File: src/logic/cache_params.svh
`ifndef CACHE_PARAMS_SVH
`define CACHE_PARAMS_SVH

// cache geometry
`define CACHE_NUM_SETS 16
`define CACHE_LINE_WORDS 4

// backing memory, cycles from command to done
`define MEM_LATENCY 6

// backing memory depth in 32-bit words
`define MEM_WORDS 1024

`endif

File: src/logic/cache_pkg.sv
`default_nettype none

`include "cache_params.svh"

package cache_pkg;

  // address split: tag | index | word offset | byte
  localparam int idx_w = $clog2(`CACHE_NUM_SETS);
  localparam int offset_w = $clog2(`CACHE_LINE_WORDS);
  localparam int byte_w = 2;
  localparam int tag_w = 32 - idx_w - offset_w - byte_w;

  typedef logic [idx_w-1:0] idx_t;
  typedef logic [tag_w-1:0] tag_t;
  typedef logic [offset_w-1:0] offset_t;

  // one line, seen flat by the memory and per word by the cache
  typedef union packed {
    logic [`CACHE_LINE_WORDS*32-1:0] flat;
    logic [`CACHE_LINE_WORDS-1:0][31:0] word;
  } cache_line_t;

  typedef enum logic [1:0] {
    idle,
    compare,
    write_back,
    allocate
  } ctrl_state_t;

endpackage

`default_nettype wire

File: src/logic/cache_array.sv
`timescale 1ns/10ps
`default_nettype none

`include "cache_params.svh"

module cache_array (
  input  logic                   clk,
  input  logic                   reset,
  input  cache_pkg::idx_t        idx,
  input  cache_pkg::tag_t        tag,
  input  cache_pkg::offset_t     offset,
  input  logic [31:0]            wdata,
  input  logic                   write_word,
  input  logic                   fill,
  input  cache_pkg::cache_line_t fill_line,
  output logic                   hit,
  output logic                   dirty,
  output cache_pkg::tag_t        victim_tag,
  output cache_pkg::cache_line_t line,
  output logic [31:0]            rdata
);
  import cache_pkg::*;

  tag_t tag_mem [`CACHE_NUM_SETS];
  cache_line_t data_mem [`CACHE_NUM_SETS];
  logic [`CACHE_NUM_SETS-1:0] valid_bits;
  logic [`CACHE_NUM_SETS-1:0] dirty_bits;
  cache_line_t merged;

  // lookup of the selected set
  assign line = data_mem[idx];
  assign victim_tag = tag_mem[idx];
  assign hit = valid_bits[idx] && (tag_mem[idx] == tag);
  assign dirty = valid_bits[idx] && dirty_bits[idx];
  assign rdata = data_mem[idx].word[offset];

  // stored line with one word replaced
  always_comb begin
    merged = data_mem[idx];
    merged.word[offset] = wdata;
  end

  always_ff @(posedge clk) begin
    if (fill) begin
      data_mem[idx] <= fill_line;
      tag_mem[idx] <= tag;
    end else if (write_word) begin
      data_mem[idx] <= merged;
      tag_mem[idx] <= tag;
    end
  end

  // line state bits
  always_ff @(posedge clk) begin
    if (reset) begin
      valid_bits <= '0;
      dirty_bits <= '0;
    end else if (fill) begin
      valid_bits[idx] <= 1'b1;
      // freshly fetched line matches memory
      dirty_bits[idx] <= 1'b0;
    end else if (write_word) begin
      valid_bits[idx] <= 1'b1;
      dirty_bits[idx] <= 1'b1;
    end
  end

endmodule

`default_nettype wire

File: config.mk
export PLATFORM = sky130hd
export DESIGN_NAME = cache_array
export DESIGN_NICKNAME = d
export VERILOG_FILES = /design/src/logic/cache_pkg.sv /design/src/logic/cache_array.sv
export VERILOG_INCLUDE_DIRS = /design/src /design/src/logic
export SDC_FILE = /design/constraint.sdc
export NUM_CORES = 2
export LEC_CHECK = 0
export ABC_CLOCK_PERIOD_IN_PS = 17100
export BUFFER_PORTS_ARGS = -buffer_cell sky130_fd_sc_hd__buf_4
export CORE_ASPECT_RATIO = 0.7
export CORE_MARGIN = 2
export CORE_UTILIZATION = 30
export DETAILED_ROUTE_END_ITERATION = 6
export GPL_TIMING_DRIVEN = 0
export PLACE_DENSITY_LB_ADDON = 0.12
export SLEW_MARGIN = 25
export SYNTH_ARGS = -nofsm -noshare
export SYNTH_HDL_FRONTEND = slang
export SYNTH_SLANG_ARGS = --single-unit
File: constraint.sdc
create_clock -name clk -period 17.1 [get_ports clk]
set_input_delay 2.565 -clock clk [delete_from_list [all_inputs] [get_ports clk]]
set_output_delay 2.565 -clock clk [all_outputs]
set_load 0.1 [all_outputs]
==> metrics.txt <==
crit-path max FO 10; DIE AREA 0.327 mm²; synthesized area 0.0966 mm²; Layout area overhead 22.8%; hold buffer count at cts 0; GRT met2 Usage 0.343; vias in the first global route 49.5k; Netlist cell types 41; CP startpoint idx[1]; CP Capture Type output pin; Buf/Inv on CP 6; fmax 106 MHz; Gate Count Post-Synth 4,136; Hold Vio Cnt, Final 0; routed len/inst 37.0 µm; H-tree Lvls 5; EDFF count, synth 2,432; Starting Density 0.301; final worst path period share 0.553; Worst slew margin 0.196; Clk Latency, worst-skew pair 870 ps; WS Path Type in2out; DRT Wirelength 356 mm; Max VDD drop 78.7 µV; initial drt markers 5,908; Final Max Tran Viols 0; Sum Neg Setup Slack 0 ps; Ys Warns 0; antenna violations before repair 65; Lkg Pwr 38.7 nW; Initial DRT Pass Iterations 5; final std cells w/o fill 9,621; I/O Pins 380; clock root buffer master clkbuf_16; met3 usage 0.0333; Die H 479 µm; dominant synthesized flop cell edfxtp_1; Final Setup Violations 0; synthesized net count 4,330; via count 50.7k; Most Used Layer, Global Route met2; CTS tree done; share of cells above drive strength 1 0.392; most common cell after layout, fill and taps aside edfxtp_1; Final #Nets 5,298; worst slew pin tran 1210 ps; Post-CTS Resized 0; Critical Path RT 14,530 ps; hold path start valid_bits[14]; Slowest-stage cell, CP o31ai_1; commonest cells after routing, fill and taps aside edfxtp_1 (2,432), mux4_2 (780), buf_4 (531), clkbuf_16 (283), mux2i_1 (182); Hold WS 468 ps; max-cap violations 0; Max Buffers Root-to-Sink 4; Power Density 119 mW/mm²; largest net degree at the start of global routing 23; PortBufs 374; Worst Skew 25.4 ps; post-route ant nets 0; post-DP HPWL 260 mm; first-pass GRT wire length 470 mm; post-synthesis async set-or-reset flop share 0; Hold Crit Class reg2reg; Clock Sinks 2,464; Crit path max-delay family buffers and inverters; worst r2r src data_mem[11][69]; Synth Area per Inst 23.4 µm²; placed cells 9,141; Tot GR Track Use 0.215; most numerous cell on the critical path buf_4; Core Region 0.321 mm²; Cell Rows 174; Critical Path AT 6890 ps; Tmin final 9450 ps; RSZ-0062 raised after global routing false; CTS Buf Count 273; crit start category primary input; crit-path max cell delay 600 ps; Yosys reg bits 2,464; status completed; met1 usage 0.307; setup bufs post-CTS 0; drc violations 0; crit-path cells buf_2, buf_6, buf_2, buf_4, buf_4, mux2i_1, xor2_1, nand4_1, o31ai_1, and4_1, buf_4; chip width 682 µm; total grt overflow 0; Clock transition at path regs 60 ps; sequential element share of the synthesized area 0.762; Vias/cell 5.27; RePlAce Congestion 0.805
[sequential cells by signal (all words and copies together) (netlist names), named ones only]
| register | count |
|---|---|
| data_mem | 2048 |
| valid_bits | 16 |
| tag_mem | 384 |
[where the power goes]
group	total (W)	switching, W	internal (W)	leakage [nW]
combinational	0.00170	0.00124	0.000462	12.4
sequential	0.00686	0.0000248	0.00683	22.4
clock	0.00556	0.00241	0.00315	4.00
total	0.0141	0.00368	0.0104	38.7
[layer usage]
layer / up-vias / wire, µm
met4: 8 / 10400
met5: - / 55
met3: 455 / 22600
met1: 28300 / 155000
li1: 19800 / -
met2: 2134 / 168000
[through the flow]
stage                     instance area, µm²  power (W)  setup WS [ps]   util
after floorplan                        96600    0.00798           1900      -
after global placement                105000    0.00870         -19720  0.327
after detailed placement              110000    0.00870           7710  0.344
after CTS                             118000     0.0142           7700  0.369
after global routing                  119000     0.0145           7490  0.370
final                                 119000     0.0141           7650  0.370
[final cells by class]
type / count / area [µm²]
fill: 29300 / 202000
sequential: 2464 / 73700
multi-input combinational: 1431 / 22100
timing repair buffer: 693 / 8080
clock buffer: 351 / 7340
tap: 4312 / 5400
buffer: 236 / 1240
clock inverter: 124 / 821
inverter: 5 / 18.8
antenna: 5 / 12.5
[worst paths after layout]
kind / to / slack, ps / cells past startpoint
min: valid_bits[14] / 470 / 2
max: hit / 7650 / 11
min reg2reg: valid_bits[14] / 470 / 2
max reg2reg: data_mem[13][69] / 14100 / 4
[synth_stat cells (2+ instances only)]
| master | count | area share |
|---|---|---|
| buf_6 | 11 | 0.0013 |
| nor3_1 | 5 | 0.00026 |
| clkbuf_1 | 57 | 0.0022 |
| buf_2 | 95 | 0.0049 |
| buf_4 | 28 | 0.0022 |
| nor4_1 | 2 | 0.00013 |
| mux2_2 | 3 | 0.00035 |
| o21ai_0 | 136 | 0.0070 |
| a22oi_1 | 8 | 0.00062 |
| xnor2_1 | 13 | 0.0012 |
| mux2i_1 | 182 | 0.019 |
| mux4_2 | 780 | 0.18 |
| inv_1 | 5 | 0.00019 |
| nor2b_1 | 10 | 0.00065 |
| a221oi_1 | 3 | 0.00027 |
| o21ai_1 | 3 | 0.00016 |
| a31oi_1 | 3 | 0.00019 |
| or2_2 | 2 | 0.00013 |
| buf_1 | 45 | 0.0017 |
| nand4_1 | 3 | 0.00019 |
| nand2_1 | 139 | 0.0054 |
| edfxtp_1 | 2432 | 0.76 |
| nor2_1 | 71 | 0.0028 |
| a211oi_1 | 19 | 0.0015 |
| xor2_1 | 14 | 0.0013 |
| a222oi_1 | 2 | 0.00021 |
| nand2b_1 | 7 | 0.00045 |
| o211ai_1 | 4 | 0.00031 |
| a21oi_1 | 6 | 0.00031 |
| nand3_1 | 6 | 0.00031 |
| dfxtp_1 | 32 | 0.0066 |
[cell families (layout without fill, tap and decap cells)]
group           Yosys count  count (layout)  synth area share
compound gates          191             191            0.0113
xor+xnor                 27              27           0.00245
buf+inv                 241            1409            0.0125
flops                  2464            2464             0.762
mux                     965             965             0.201
other cells               0               5                 0
simple gates            248             248            0.0105
[worst reg2reg max path: stages (launching register included)]
cell      delay, ps
edfxtp_1        370
mux4_2          500
mux4_2          680
mux2i_1         610
o21ai_1         460
Note: power is estimated with default switching activity, not from simulation.
