<file path="src/logic/cache_params.svh">
`ifndef CACHE_PARAMS_SVH
`define CACHE_PARAMS_SVH

// cache geometry
`define CACHE_NUM_SETS 16
`define CACHE_LINE_WORDS 4

// backing memory, cycles from command to done
`define MEM_LATENCY 6

// backing memory depth in 32-bit words
`define MEM_WORDS 1024

`endif

</file>
<file path="src/logic/cache_pkg.sv">
`default_nettype none

`include "cache_params.svh"

package cache_pkg;

  // address split: tag | index | word offset | byte
  localparam int idx_w = $clog2(`CACHE_NUM_SETS);
  localparam int offset_w = $clog2(`CACHE_LINE_WORDS);
  localparam int byte_w = 2;
  localparam int tag_w = 32 - idx_w - offset_w - byte_w;

  typedef logic [idx_w-1:0] idx_t;
  typedef logic [tag_w-1:0] tag_t;
  typedef logic [offset_w-1:0] offset_t;

  // one line, seen flat by the memory and per word by the cache
  typedef union packed {
    logic [`CACHE_LINE_WORDS*32-1:0] flat;
    logic [`CACHE_LINE_WORDS-1:0][31:0] word;
  } cache_line_t;

  typedef enum logic [1:0] {
    idle,
    compare,
    write_back,
    allocate
  } ctrl_state_t;

endpackage

`default_nettype wire

</file>
<file path="src/logic/mem_pkg.sv">
`default_nettype none

package mem_pkg;

  // line-wide commands toward the backing memory
  // a command is a single-cycle strobe, none when idle
  typedef enum logic [1:0] {
    none = 2'd0,
    read_line = 2'd1,
    write_line = 2'd2
  } mem_cmd_t;

endpackage

`default_nettype wire

</file>
<file path="src/logic/cache_ctrl.sv">
`timescale 1ns/10ps
`default_nettype none

module cache_ctrl (
  input  logic               clk,
  input  logic               reset,
  input  logic               req,
  input  logic [31:0]        addr,
  input  logic               is_write,
  input  logic [31:0]        wdata_in,
  output logic               ready,
  output logic               out_valid,
  output logic               hit_out,
  output cache_pkg::idx_t    idx,
  output cache_pkg::tag_t    tag,
  output cache_pkg::offset_t offset,
  output logic [31:0]        wdata,
  output logic               write_word,
  output logic               fill,
  input  logic               hit,
  input  logic               dirty,
  input  cache_pkg::tag_t    victim_tag,
  output mem_pkg::mem_cmd_t  mem_cmd,
  output logic [31:0]        mem_addr,
  input  logic               mem_ready,
  input  logic               mem_done
);
  import cache_pkg::*;
  import mem_pkg::*;

  ctrl_state_t state;
  ctrl_state_t next_state;
  tag_t tag_q;
  idx_t idx_q;
  offset_t offset_q;
  logic [31:0] wdata_q;
  logic write_q;
  logic miss_seen;
  logic out_valid_q;
  logic hit_q;
  logic accept;
  logic [31:0] wb_addr;
  logic [31:0] fetch_addr;

  assign ready = (state == idle);
  assign accept = req && ready;

  assign idx = idx_q;
  assign tag = tag_q;
  assign offset = offset_q;
  assign wdata = wdata_q;
  assign out_valid = out_valid_q;
  assign hit_out = hit_q;

  // line-aligned addresses for the victim and the requested line
  assign wb_addr = {victim_tag, idx_q, {(offset_w + byte_w){1'b0}}};
  assign fetch_addr = {tag_q, idx_q, {(offset_w + byte_w){1'b0}}};
  assign mem_addr = (mem_cmd == write_line) ? wb_addr : fetch_addr;

  always_comb begin
    next_state = state;
    write_word = 1'b0;
    fill = 1'b0;
    mem_cmd = none;
    case (state)
      idle: begin
        if (req) begin
          next_state = compare;
        end
      end
      compare: begin
        if (hit) begin
          write_word = write_q;
          next_state = idle;
        end else if (mem_ready) begin
          // dirty victim goes out before the new line is fetched
          if (dirty) begin
            mem_cmd = write_line;
            next_state = write_back;
          end else begin
            mem_cmd = read_line;
            next_state = allocate;
          end
        end
      end
      write_back: begin
        if (mem_done) begin
          mem_cmd = read_line;
          next_state = allocate;
        end
      end
      allocate: begin
        if (mem_done) begin
          fill = 1'b1;
          next_state = compare;
        end
      end
      default: next_state = idle;
    endcase
  end

  always_ff @(posedge clk) begin
    if (reset) begin
      state <= idle;
      out_valid_q <= 1'b0;
      hit_q <= 1'b0;
      miss_seen <= 1'b0;
    end else begin
      state <= next_state;
      out_valid_q <= (state == compare) && hit;
      // report the first lookup, not the replay
      if (state == compare && hit) begin
        hit_q <= !miss_seen;
      end
      if (accept) begin
        miss_seen <= 1'b0;
      end else if (state == compare && !hit) begin
        miss_seen <= 1'b1;
      end
    end
  end

  // held request
  always_ff @(posedge clk) begin
    if (accept) begin
      tag_q <= addr[31:32-tag_w];
      idx_q <= addr[idx_w+offset_w+byte_w-1:offset_w+byte_w];
      offset_q <= addr[offset_w+byte_w-1:byte_w];
      wdata_q <= wdata_in;
      write_q <= is_write;
    end
  end

endmodule

`default_nettype wire

</file>
<file path="config.mk">
export PLATFORM = sky130hd
export DESIGN_NAME = cache_ctrl
export DESIGN_NICKNAME = d
export VERILOG_FILES = /design/src/logic/cache_pkg.sv /design/src/logic/mem_pkg.sv /design/src/logic/cache_ctrl.sv
export VERILOG_INCLUDE_DIRS = /design/src /design/src/logic
export SDC_FILE = /design/constraint.sdc
export NUM_CORES = 1
export LEC_CHECK = 0
export ABC_AREA = 1
export BUFFER_PORTS_ARGS = -buffer_cell sky130_fd_sc_hd__buf_2
export CAP_MARGIN = 20
export CORE_MARGIN = 4
export CORE_UTILIZATION = 40
export CTS_CLUSTER_SIZE = 16
export DETAILED_ROUTE_END_ITERATION = 12
export PLACE_DENSITY = 0.86
export RECOVER_POWER = 50
export SETUP_SLACK_MARGIN = 0.3
export SYNTH_ARGS = -nofsm -noshare
export SYNTH_HDL_FRONTEND = slang
export SYNTH_SLANG_ARGS = --single-unit
export TNS_END_PERCENT = 30
</file>
<file path="constraint.sdc">
create_clock -name clk -period 2.8 [get_ports clk]
set_input_delay 0 -clock clk [delete_from_list [all_inputs] [get_ports clk]]
set_output_delay 0 -clock clk [all_outputs]
set_load 0.03 [all_outputs]
</file>
==> impl_results.md, run 1 <==
- Die area: 8120 um^2
- Final setup skew: 12.4 ps
- Die Y-Extent: ~90 um
- Kind of critical path: flip-flop to output pin
- CP arrival: about 2300 ps
- Pin count of the biggest net entering global routing: 65
- R2r endpoint: out_valid$_SDFF_PP0_
- Hold Crit Start: dirty
- CTS tree: yes
- Global placer's final weighted congestion: slightly above 0.8
- Worst-Skew Late Latency: 340 ps
- Post-Syn Area: 2700 um^2
- Final period util: 0.805
- Most frequent cells in the layout: buf_2, dlygate4sd3_1, edfxtp_1
- Slew HR: 0.667
- Status: finished clean
- Num CTS Buffers: 9
- Flop2flop setup slack: 1320 ps
- PwrDens: ~830 nW/um^2
- H-Tree Depth: 3
- HPWL after DPL: roughly 6200 um
- Hold Path End: state[0]$_SDFFE_PP0P_
- Share of cells above drive strength 1: 0.329
- Hold path cells: 4
- Fill count: 480
- GRT overflow: 0
- 1st-pass router iterations: 5
- Core area: approximately 6500 um^2
- Top cells by area, synth: edfxtp_1, nand2_1, nand4_1
- Avg Inst Size Synth: 13.2 um^2
- Synth top area share: 0.702
- RSZ-0062 raised after global routing: false
- CP Capture Type: output pin
- DRT Wirelength: ~11,000 um
- GRT Util Overall: 0.263
- Initial antenna violation count: 0
- First DRT Iteration DRCs: 124
- Yosys cell types: 20
- CP delay by family, top: simple AND/OR/NAND/NOR gates
- Top cell type by total area after synthesis: edfxtp_1
- RR Startpoint: state[1]$_SDFFE_PP0P_
- Antenna diode count: 0
- Reg clk slew, reported paths: 70 ps
- Port Buf Inserts: 190
- First-pass GRT wire length: ~16,000 um
- Via count: 2,722
- P&R area growth vs syn: 65.8%
- Final setup viols: 0
- # rows: 29
- Die width: 90.1 um
- VDD IR-drop max: 0.535 mV
- Final Hold Fails: 0
- CP bufs+invs: 3
- Vias in the first global route: approximately 2,900
- Max clock buf depth: 2
- Startpoint types: flip-flop
- Pins Over Slew Limit: 0
- Worst-path fanout max: 15
- Post-DRT Antenna Nets: 0
- Crit-path cells: inv_1 -> ha_1 -> nand3_1 -> nor2_4 -> buf_4 -> nand4_1 -> nand2_1 -> buf_2
- Wirelength per Cell: 19.5 um
- CP max stage delay: between 300 and 400 ps
- Worst hold path class: input port to flip-flop
- Leakage: 1.98 nW
- Synth warnings: 0
- Worst endpoint required time: around 2800 ps
- Layout Utilization: 0.692
- Commonest non-fill, non-tap cell in the layout: buf_2
- Clock Tree Root: clkbuf_8
- Post-synthesis sequential area ratio: 0.739
- Max-Cap Viols: 0
- Clock sinks: 68
- Min cycle time layout: 2250 ps
- Slowest cell on crit path: dfxtp_1
- Remaining DRCs: 0
- Fmax: 0.444 GHz
- R2R depth: 5
- DR vias/cell: just under 5
- I/O pin cnt: 197
- Worst Tran Pin Value: 498 ps
- Syn Inst Count: about 210
- Total negative slack: 0 ps
- Initial Util: 0.417
- Final net count: about 570
- Synth Register Bits: about 70
## registers in the layout, summed over array words and instances, names as in the netlist, 2 cells and up
signal	flops
idx	4
offset	2
state	2
wdata	32
tag	24
## layer usage
| metal | share of wire | wire, um | GRT usage | up-vias |
|---|---|---|---|---|
| met5 | 0 | 0 | 0 | - |
| met4 | 0.037 | 397 | 0.122 | 0 |
| met3 | 0.11 | 1130 | 0.109 | 38 |
| met2 | 0.51 | 5480 | 0.449 | 181 |
| met1 | 0.34 | 3690 | 0.282 | 1269 |
| li1 | - | - | - | 1234 |
## logic make-up after synthesis
group | Yosys count | share of synthesized area
other | 1 | 0.00139
AO/OA/AOI/OAI | 7 | 0.0148
buffers and inverters | 27 | 0.0571
adder cells (fa/ha/maj) | 4 | 0.0186
flip-flops | 68 | 0.739
AND/OR/NAND/NOR | 98 | 0.169
## area by class of cell
class                   instances  area (um^2)  area share
clock inverters                 6         41.3     0.00924
flip-flops and latches         68         1990       0.446
clock buffers                  10          128      0.0286
well taps                      77         96.3      0.0216
inverters                      11         45.0      0.0101
multi-input cells             113          567       0.127
repair buffers                263         1600       0.358
## where the power goes
part | internal (mW) | total [mW] | switching [mW]
combinational | 0.378 | 1.48 | 1.10
sequential | 1.40 | 1.51 | 0.107
clock | 0.320 | 0.716 | 0.395
## how the worst max path moves through the flow
stage / slack (ps) / from / endpoint / cells past startpoint
floorplan: 600 / state[0]$_SDFFE_PP0P_ / idx[0]$_DFFE_PP_ / 4
global placement: 800 / state[1]$_SDFFE_PP0P_ / mem_addr[20] / 9
detailed placement: 720 / state[1]$_SDFFE_PP0P_ / mem_addr[20] / 9
CTS: 340 / state[1]$_SDFFE_PP0P_ / mem_addr[20] / 9
global route: 340 / state[1]$_SDFFE_PP0P_ / mem_addr[20] / 9
finish: 550 / state[0]$_SDFFE_PP0P_ / mem_addr[21] / 8
## metrics by stage
stage	area (um^2)	hold WS, ps	total power [mW]	worst slack [ps]	cells
global route	4470	66.2	3.89	337	548
CTS	4510	46.5	3.69	342	544
finish	4470	59.7	3.70	546	548
global placement	3680	176	2.88	796	462
detailed placement	3680	178	2.92	717	462
floorplan	2710	72.4	2.47	605	208
## synth_stat cells
| cell type | number |
|---|---|
| edfxtp_1 | 63 |
| nand2_1 | 58 |
| nand4_1 | 24 |
| inv_1 | 11 |
| nor2_1 | 10 |
| buf_4 | 9 |
| dfxtp_1 | 5 |
| ha_1 | 4 |
| a21oi_1 | 3 |
| buf_2 | 3 |
| buf_6 | 2 |
| clkbuf_1 | 2 |
| nand2_2 | 2 |
| nand3_1 | 2 |
| o21ai_0 | 2 |
| a211oi_1 | 1 |
| conb_1 | 1 |
| nand3_4 | 1 |
| nor2_4 | 1 |
| o21bai_1 | 1 |
## worst reg2reg max path, delay by kind of cell (launching register included)
family                   cells  cell delay [ps]
AND/OR/NAND/NOR              2              160
flip-flops                   1              360
adder cells (fa/ha/maj)      1              230
buffers and inverters        2              640
## what timing repair did
item	in CTS	in global routing
hold buffers	66	0
buffers inserted	0	4
endpoints found under the setup margin	0	24
resized for setup	0	1
hold endpoints to repair	68	0
No activity file was read; power rests on OpenSTA's default activity.
==> run 2, diff against run 1 <==
clock period = 2.4 ns   (was 2.8 ns; I/O delays follow)
==> run 2 against run 1 <==
  * Flip-flop and latch count is the same
  * First-iteration DRC count grew 40%
  * Sequential power grew 17%
  * Clock-buffer cell count shrank 1
  * Sequential share of layout area shrank 1.7 points
  * Cell count grew 1.3%
  * Routed wire length grew 7.9%
  * Worst setup slack lost 160 ps
  * Highest routed layer unchanged
==> impl_results.md, run 2 (synthesis gave the netlist of run 1 again) <==
- Status: finished clean
- Core area: 6460 um^2 (unchanged)
- P&R area growth vs syn: 72.4%
- 1st-pass router iterations: 5 (unchanged)
- CP Capture Type: output pin
- Worst endpoint required time: 2400 ps (-400 ps)
- Antenna diode count: 0 (unchanged)
- Final Hold Fails: 0 (unchanged)
- Share of cells above drive strength 1: 0.349 (+0.0203)
- Placed insts: 463 (+0.22%)
- Via count: 2,872 (+5.5%)
- Min cycle time layout: 2020 ps
- Post-route insts no fill: 555 (+1.3%)
- Commonest non-fill, non-tap cell in the layout: buf_2
- Pin count of the biggest net entering global routing: 65 (unchanged)
- Pins Over Slew Limit: 0 (unchanged)
- Port Buf Inserts: 190 (unchanged)
- Vias in the first global route: 2,956 (+1.5%)
- DR vias/cell: 5.17 (+4.2%)
- DRT Wirelength: 11,500 um (+7.9%)
- HPWL after DPL: 6500 um (+5.1%)
- Most frequent cells in the layout: buf_2, dlygate4sd3_1, clkbuf_1
- First-pass GRT wire length: 16,800 um (+2.6%)
- Worst-path fanout max: 7 (-8)
- Post-DRT Antenna Nets: 0 (unchanged)
- CP arrival: 2020 ps (-230 ps)
- Clock Tree Root: clkbuf_8
- Fmax: 0.496 GHz
- First DRT Iteration DRCs: 173 (+40%)
- Max reg flops: 32 (unchanged)
- RSZ-0062 raised after global routing: true
- Wirelength per Cell: 20.8 um (+6.5%)
- Startpoint types: flip-flop
- Hold_ws: 66.2 ps (+6.46 ps)
- # rows: 29 (unchanged)
- Initial antenna violation count: 0 (unchanged)
- PwrDens: 960 nW/um^2 (+16%)
- Die width: 90.1 um (unchanged)
- Max clock buf depth: 2 (unchanged)
- Worst hold path class: input port to flip-flop
- Initial Util: 0.417 (unchanged)
- Clock sinks: 68 (unchanged)
- I/O pin cnt: 197 (unchanged)
- Multi-input logic area: 642 um^2 (+13%)
- GRT Util Overall: 0.274 (+0.0109)
- Die Y-Extent: 90.1 um (unchanged)
- Die area: 8120 um^2 (unchanged)
- Worst-Skew Late Latency: 350 ps (about the same)
- Final instance area: 4650 um^2 (+4.0%)
- Reg clk slew, reported paths: 80 ps (about the same)
- Final net count: 573 (+1.2%)
- CTS tree: yes
- VDD IR-drop max: 0.620 mV (+16%)
- R2R depth: 5 (unchanged)
- GRT overflow: 0 (unchanged)
- Final setup skew: 18.7 ps (+6.26 ps)
- Fill count: 472 (-1.7%)
- Kind of critical path: flip-flop to output pin
- Final setup viols: 0 (unchanged)
- Num CTS Buffers: 9 (unchanged)
- Register Area: 1990 um^2 (+0.13%)
- Total negative slack: 0 ps (unchanged)
- Final period util: 0.840
- Global placer's final weighted congestion: 0.816 (about the same)
- Leakage: 2.02 nW (+2.1%)
- Max-Cap Viols: 0 (unchanged)
- Post-placement cell area: 3690 um^2 (+0.27%)
- H-Tree Depth: 3 (unchanged)
- Remaining DRCs: 0 (unchanged)
- Hold path cells: 4 (unchanged)
[run 2: cell types whose count changed in the layout (fill, tap and decap cells not counted), sizes merged]
cell	delta
buf	-7
clkbuf	+10
clkinv	-1
inv	+2
nand3	+3
[run 2: critical path: stages (launching register included)]
cell	delay, ps
dfxtp_2	350
inv_1	70
ha_2	350
nand3_2	90
nor2_4	140
buf_12	160
buf_4	150
nand4_1	90
nand2_1	80
buf_2	190
[run 2: layout make-up]
class	count	share of cell area
sequential	68	0.429
timing repair buffer	267	0.365
multi-input combinational	116	0.138
clock buffer	9	0.0266
tap	77	0.0207
clock inverter	7	0.0108
inverter	11	0.00969
[run 2: metrics by stage]
stage	utilization	power [mW]	setup slack, ps
3_3_place_gp	0.571	3.37	487
4_1_cts	0.707	4.37	294
3_5_place_dp	0.571	3.42	402
2_1_floorplan	-	2.89	309
5_1_grt	0.720	4.66	247
6_report	0.720	4.46	385
[run 2: repair_timing]
item,in CTS,in global routing
endpoints found under the setup margin,24,24
pin swaps,2,5
hold buffers,66,0
gates resized for setup,5,25
gates cloned,1,4
setup buffers,1,4
endpoints found under the hold margin,68,0
[run 2: final timing paths]
check                           slack (ps)                     end              startpoint
worst max-delay path                   380            mem_addr[20]   state[1]$_SDFFE_PP0P_
worst min-delay path                    70   state[0]$_SDFFE_PP0P_                   dirty
worst max register to register         920    out_valid$_SDFF_PP0_   state[1]$_SDFFE_PP0P_
worst min register to register         470  miss_seen$_SDFFE_PP0N_  miss_seen$_SDFFE_PP0N_
[run 2: metal layers]
| metal | vias to the layer above | GRT usage | wire, um |
|---|---|---|---|
| met1 | 1364 | 0.286 | 3740 |
| met5 | - | 0 | 0 |
| met2 | 212 | 0.479 | 6100 |
| met3 | 38 | 0.121 | 1300 |
| met4 | 0 | 0.111 | 391 |
| li1 | 1258 | - | - |
[run 2: report_power, final]
part / internal [mW] / leakage, nW / switching, mW
Sequential: 1.63 / 0.638 / 0.129
Clock: 0.379 / 0.0837 / 0.503
Combinational: 0.488 / 1.30 / 1.33
Total: 2.50 / 2.02 / 1.96
==> run 3, diff against run 2 <==
ABC_AREA = 0   (was 1)
clock period = 1.95 ns   (was 2.4 ns; I/O delays follow)
==> run 3 against run 2 <==
  * The run now ends with setup timing left
  * Critical path depth stayed put
  * Power increased by 5.0%
  * Non-clock buffer count grew 5
  * Worst hold slack got worse by 30 ps
  * Sequential power is 9% higher
  * Synthesized area is 0.14% higher
  * First-iteration DRC count down 32%
  * Sequential share of layout area is 2.6 points lower
  * Die area increased by 0.13%
  * Clock skew decreased by 5.9 ps
  * Worst setup slack got worse by 640 ps
  * Critical path type unchanged
==> impl_results.md, run 3 <==
- Final Total Pwr: 4.69 mW (+5.0%)
- Register Area: 1990 um^2 (unchanged)
- Number of flops mapped to enable cells by yosys: 63 (unchanged)
- Post-synthesis sequential area ratio: 0.738 (-0.00103)
- Post-DRT Antenna Nets: 0 (unchanged)
- RR Startpoint: state[0]$_SDFFE_PP0P_
- Count leader, synth: edfxtp_1
- 1st-pass router iterations: 4 (-1)
- Status: finished, violations left
- Vias in the first global route: 2,691 (-9.0%)
- Port Buf Inserts: 190 (unchanged)
- Min cycle time layout: between 2000 and 2500 ps
- Final WS setup: -255 ps (-640 ps)
- Global placer's final weighted congestion: 0.719 (-12%)
- DR vias/cell: 4.73 (-8.6%)
- Initial Util: 0.418 (+0.000581)
- VDD IR-drop max: 0.663 mV (+6.9%)
- CP arrival: 2200 ps (+180 ps)
- # rows: 29 (unchanged)
- Yosys cell types: 28 (+40%)
- DRT Wirelength: 9310 um (-19%)
- Pin count of the biggest net entering global routing: 40 (-38%)
- Die width: 90.2 um (about the same)
- Max clock buf depth: 2 (unchanged)
- Commonest non-fill, non-tap cell in the layout: buf_2
- Async set-reset flop share out of synthesis: 0 (unchanged)
- Antenna diode count: 0 (unchanged)
- Hold Crit Start: hit
- Setup WS pre-CTS: 72.8 ps (-329 ps)
- Syn Inst Count: 139 (-32%)
- Final period util: 1.13
- Top cells by area, synth: edfxtp_1, mux2_4, dfxtp_1
- Fmax: 0.454 GHz
- Initial antenna violation count: 0 (unchanged)
- Pins Over Slew Limit: 0 (unchanged)
- Final setup skew: 12.8 ps (-5.95 ps)
- I/O pin cnt: 197 (unchanged)
- Synth Register Bits: 68 (unchanged)
- Primary FF master, synth: edfxtp_1
- R2R depth: 6 (+1)
- RSZ-0062 raised after global routing: true
- Final instance area: 4950 um^2 (+6.5%)
- Worst-path fanout max: 6 (-1)
- Synth warnings: 0 (unchanged)
- Most frequent cells in the layout: buf_2, dlygate4sd3_1, edfxtp_1
- PwrDens: 947 nW/um^2 (-1.4%)
- Post-placement cell area: 3730 um^2 (+1.1%)
- First DRT Iteration DRCs: 117 (-32%)
- Final Hold Fails: 0 (unchanged)
- Fill count: 425 (-10%)
- Clock Tree Root: clkbuf_8
- Die Y-Extent: 90.2 um (about the same)
- GRT Util Overall: 0.229 (-0.0448)
- GRT overflow: 0 (unchanged)
- Worst endpoint required time: 1950 ps (-450 ps)
- CTS tree: yes
- Via count: 2,347 (-18%)
- H-Tree Depth: 3 (unchanged)
- Worst-Skew Late Latency: 340 ps (about the same)
- Leakage: 2.14 nW (+5.9%)
- Max reg flops: 32 (unchanged)
- Post-Syn Area: 2700 um^2 (+0.14%)
- Clock sinks: 68 (unchanged)
- Remaining DRCs: 0 (unchanged)
- Startpoint types: flip-flop
- HPWL after DPL: 5370 um (-17%)
- Placed insts: 405 (-13%)
- Failing checks: setup timing
- Kind of critical path: flip-flop to output pin
- Wirelength per Cell: 18.8 um (-9.6%)
- Final net count: 514 (-10%)
- Synth top area share: 0.701 (-0.000975)
- Core area: 6460 um^2 (unchanged)
- CP Capture Type: output pin
- Num CTS Buffers: 9 (unchanged)
- Post-route insts no fill: 496 (-11%)
- Hold Path End: out_valid$_SDFF_PP0_
- First-pass GRT wire length: 14,200 um (-15%)
- Final setup viols: 24 (+24)
- Die area: 8130 um^2 (+0.13%)
- P&R area growth vs syn: 83.4%
- Worst hold path class: input port to flip-flop
- Avg Inst Size Synth: 19.4 um^2 (+48%)
- R2r endpoint: state[0]$_SDFFE_PP0P_
- Max-Cap Viols: 0 (unchanged)
- Flop2flop setup slack: 380 ps (-540 ps)
- Reg clk slew, reported paths: 80 ps (about the same)
- Commonest cells post-synth: edfxtp_1, mux2_4, buf_4
- Share of cells above drive strength 1: 0.525 (+0.176)
- Multi-input logic area: 677 um^2 (+5.5%)
- Top cell type by total area after synthesis: edfxtp_1
- Hold path cells: 2 (-2)
==> run 3: cell count changes after synthesis, sizes merged, moves of 3 or more <==
cell | before | now
buf | 14 | 11
nor2 | 11 | 2
nand2 | 60 | 5
inv | 11 | 5
mux2 | 0 | 24
nand4 | 24 | 0
nand3 | 3 | 0
==> run 3: how the worst max path moves through the flow <==
stage | to | cells after the start | start
3_3_place_gp | mem_addr[9] | 7 | state[1]$_SDFFE_PP0P_
6_report | mem_addr[26] | 9 | state[0]$_SDFFE_PP0P_
4_1_cts | mem_addr[28] | 9 | state[0]$_SDFFE_PP0P_
3_5_place_dp | mem_addr[9] | 7 | state[0]$_SDFFE_PP0P_
5_1_grt | mem_addr[26] | 9 | state[0]$_SDFFE_PP0P_
2_1_floorplan | mem_addr[11] | 7 | state[0]$_SDFFE_PP0P_
==> run 3: power by group <==
| part | internal [mW] | total, mW | leakage [nW] | switching [mW] |
|---|---|---|---|---|
| clock network | 0.613 | 1.21 | 0.102 | 0.600 |
| logic | 0.624 | 1.56 | 1.39 | 0.936 |
| registers | 1.84 | 1.92 | 0.644 | 0.0783 |
| total | 3.07 | 4.69 | 2.14 | 1.61 |
==> run 3: area by class of cell <==
class / instances / area share
Inverter: 5 / 0.00379
Clock inverter: 7 / 0.0169
Timing Repair Buffer: 272 / 0.395
Tap cell: 77 / 0.0195
Sequential cell: 68 / 0.403
Clock buffer: 9 / 0.0250
Multi-Input combinational cell: 58 / 0.137
==> run 3: repair_timing <==
action                                  in CTS  in global routing
hold buffers                                65                  0
cloned                                       3                  0
setup buffers                                6                  1
gates resized for setup                     73                 10
endpoints found under the hold margin       66                  0
endpoints found under the setup margin      27                 29
pin swaps                                    5                  7
==> run 3: kinds of logic (layout without fill, tap and decap cells) <==
| kind of cell | Yosys count | in the layout | synth area share |
|---|---|---|---|
| DFF | 68 | 68 | 0.738 |
| and+or+nand+nor | 17 | 17 | 0.0394 |
| muxes | 26 | 26 | 0.135 |
| AOI/OAI and AO/OA | 7 | 7 | 0.0195 |
| buffers and inverters | 16 | 293 | 0.0482 |
| adders and majority gates | 4 | 4 | 0.0185 |
| other | 1 | 4 | 0.00139 |
==> run 3: per-stage QoR <==
| step | TNS [ps] | hold slack [ps] | util |
|---|---|---|---|
| floorplan | 0 | 78.0 | - |
| global placement | 0 | 177 | 0.577 |
| detailed placement | 0 | 178 | 0.577 |
| CTS | -4130 | 13.6 | 0.768 |
| global route | -6800 | 29.8 | 0.767 |
| finish | -4710 | 35.9 | 0.767 |
==> run 3: metal layers <==
layer	GRT usage	wire (um)	share of wire	vias up
met4	0.0906	167	0.018	0
met2	0.439	5310	0.57	146
met5	0	0	0	-
met3	0.0743	794	0.085	14
li1	-	-	-	1065
met1	0.224	3040	0.33	1122
==> run 3: critical path, stage by stage (launching register included) <==
cell	delay, ps
dfxtp_2	350
inv_2	60
ha_4	280
nand2_4	50
and4bb_4	370
buf_6	110
buf_12	90
buf_16	110
mux2_4	310
buf_6	140
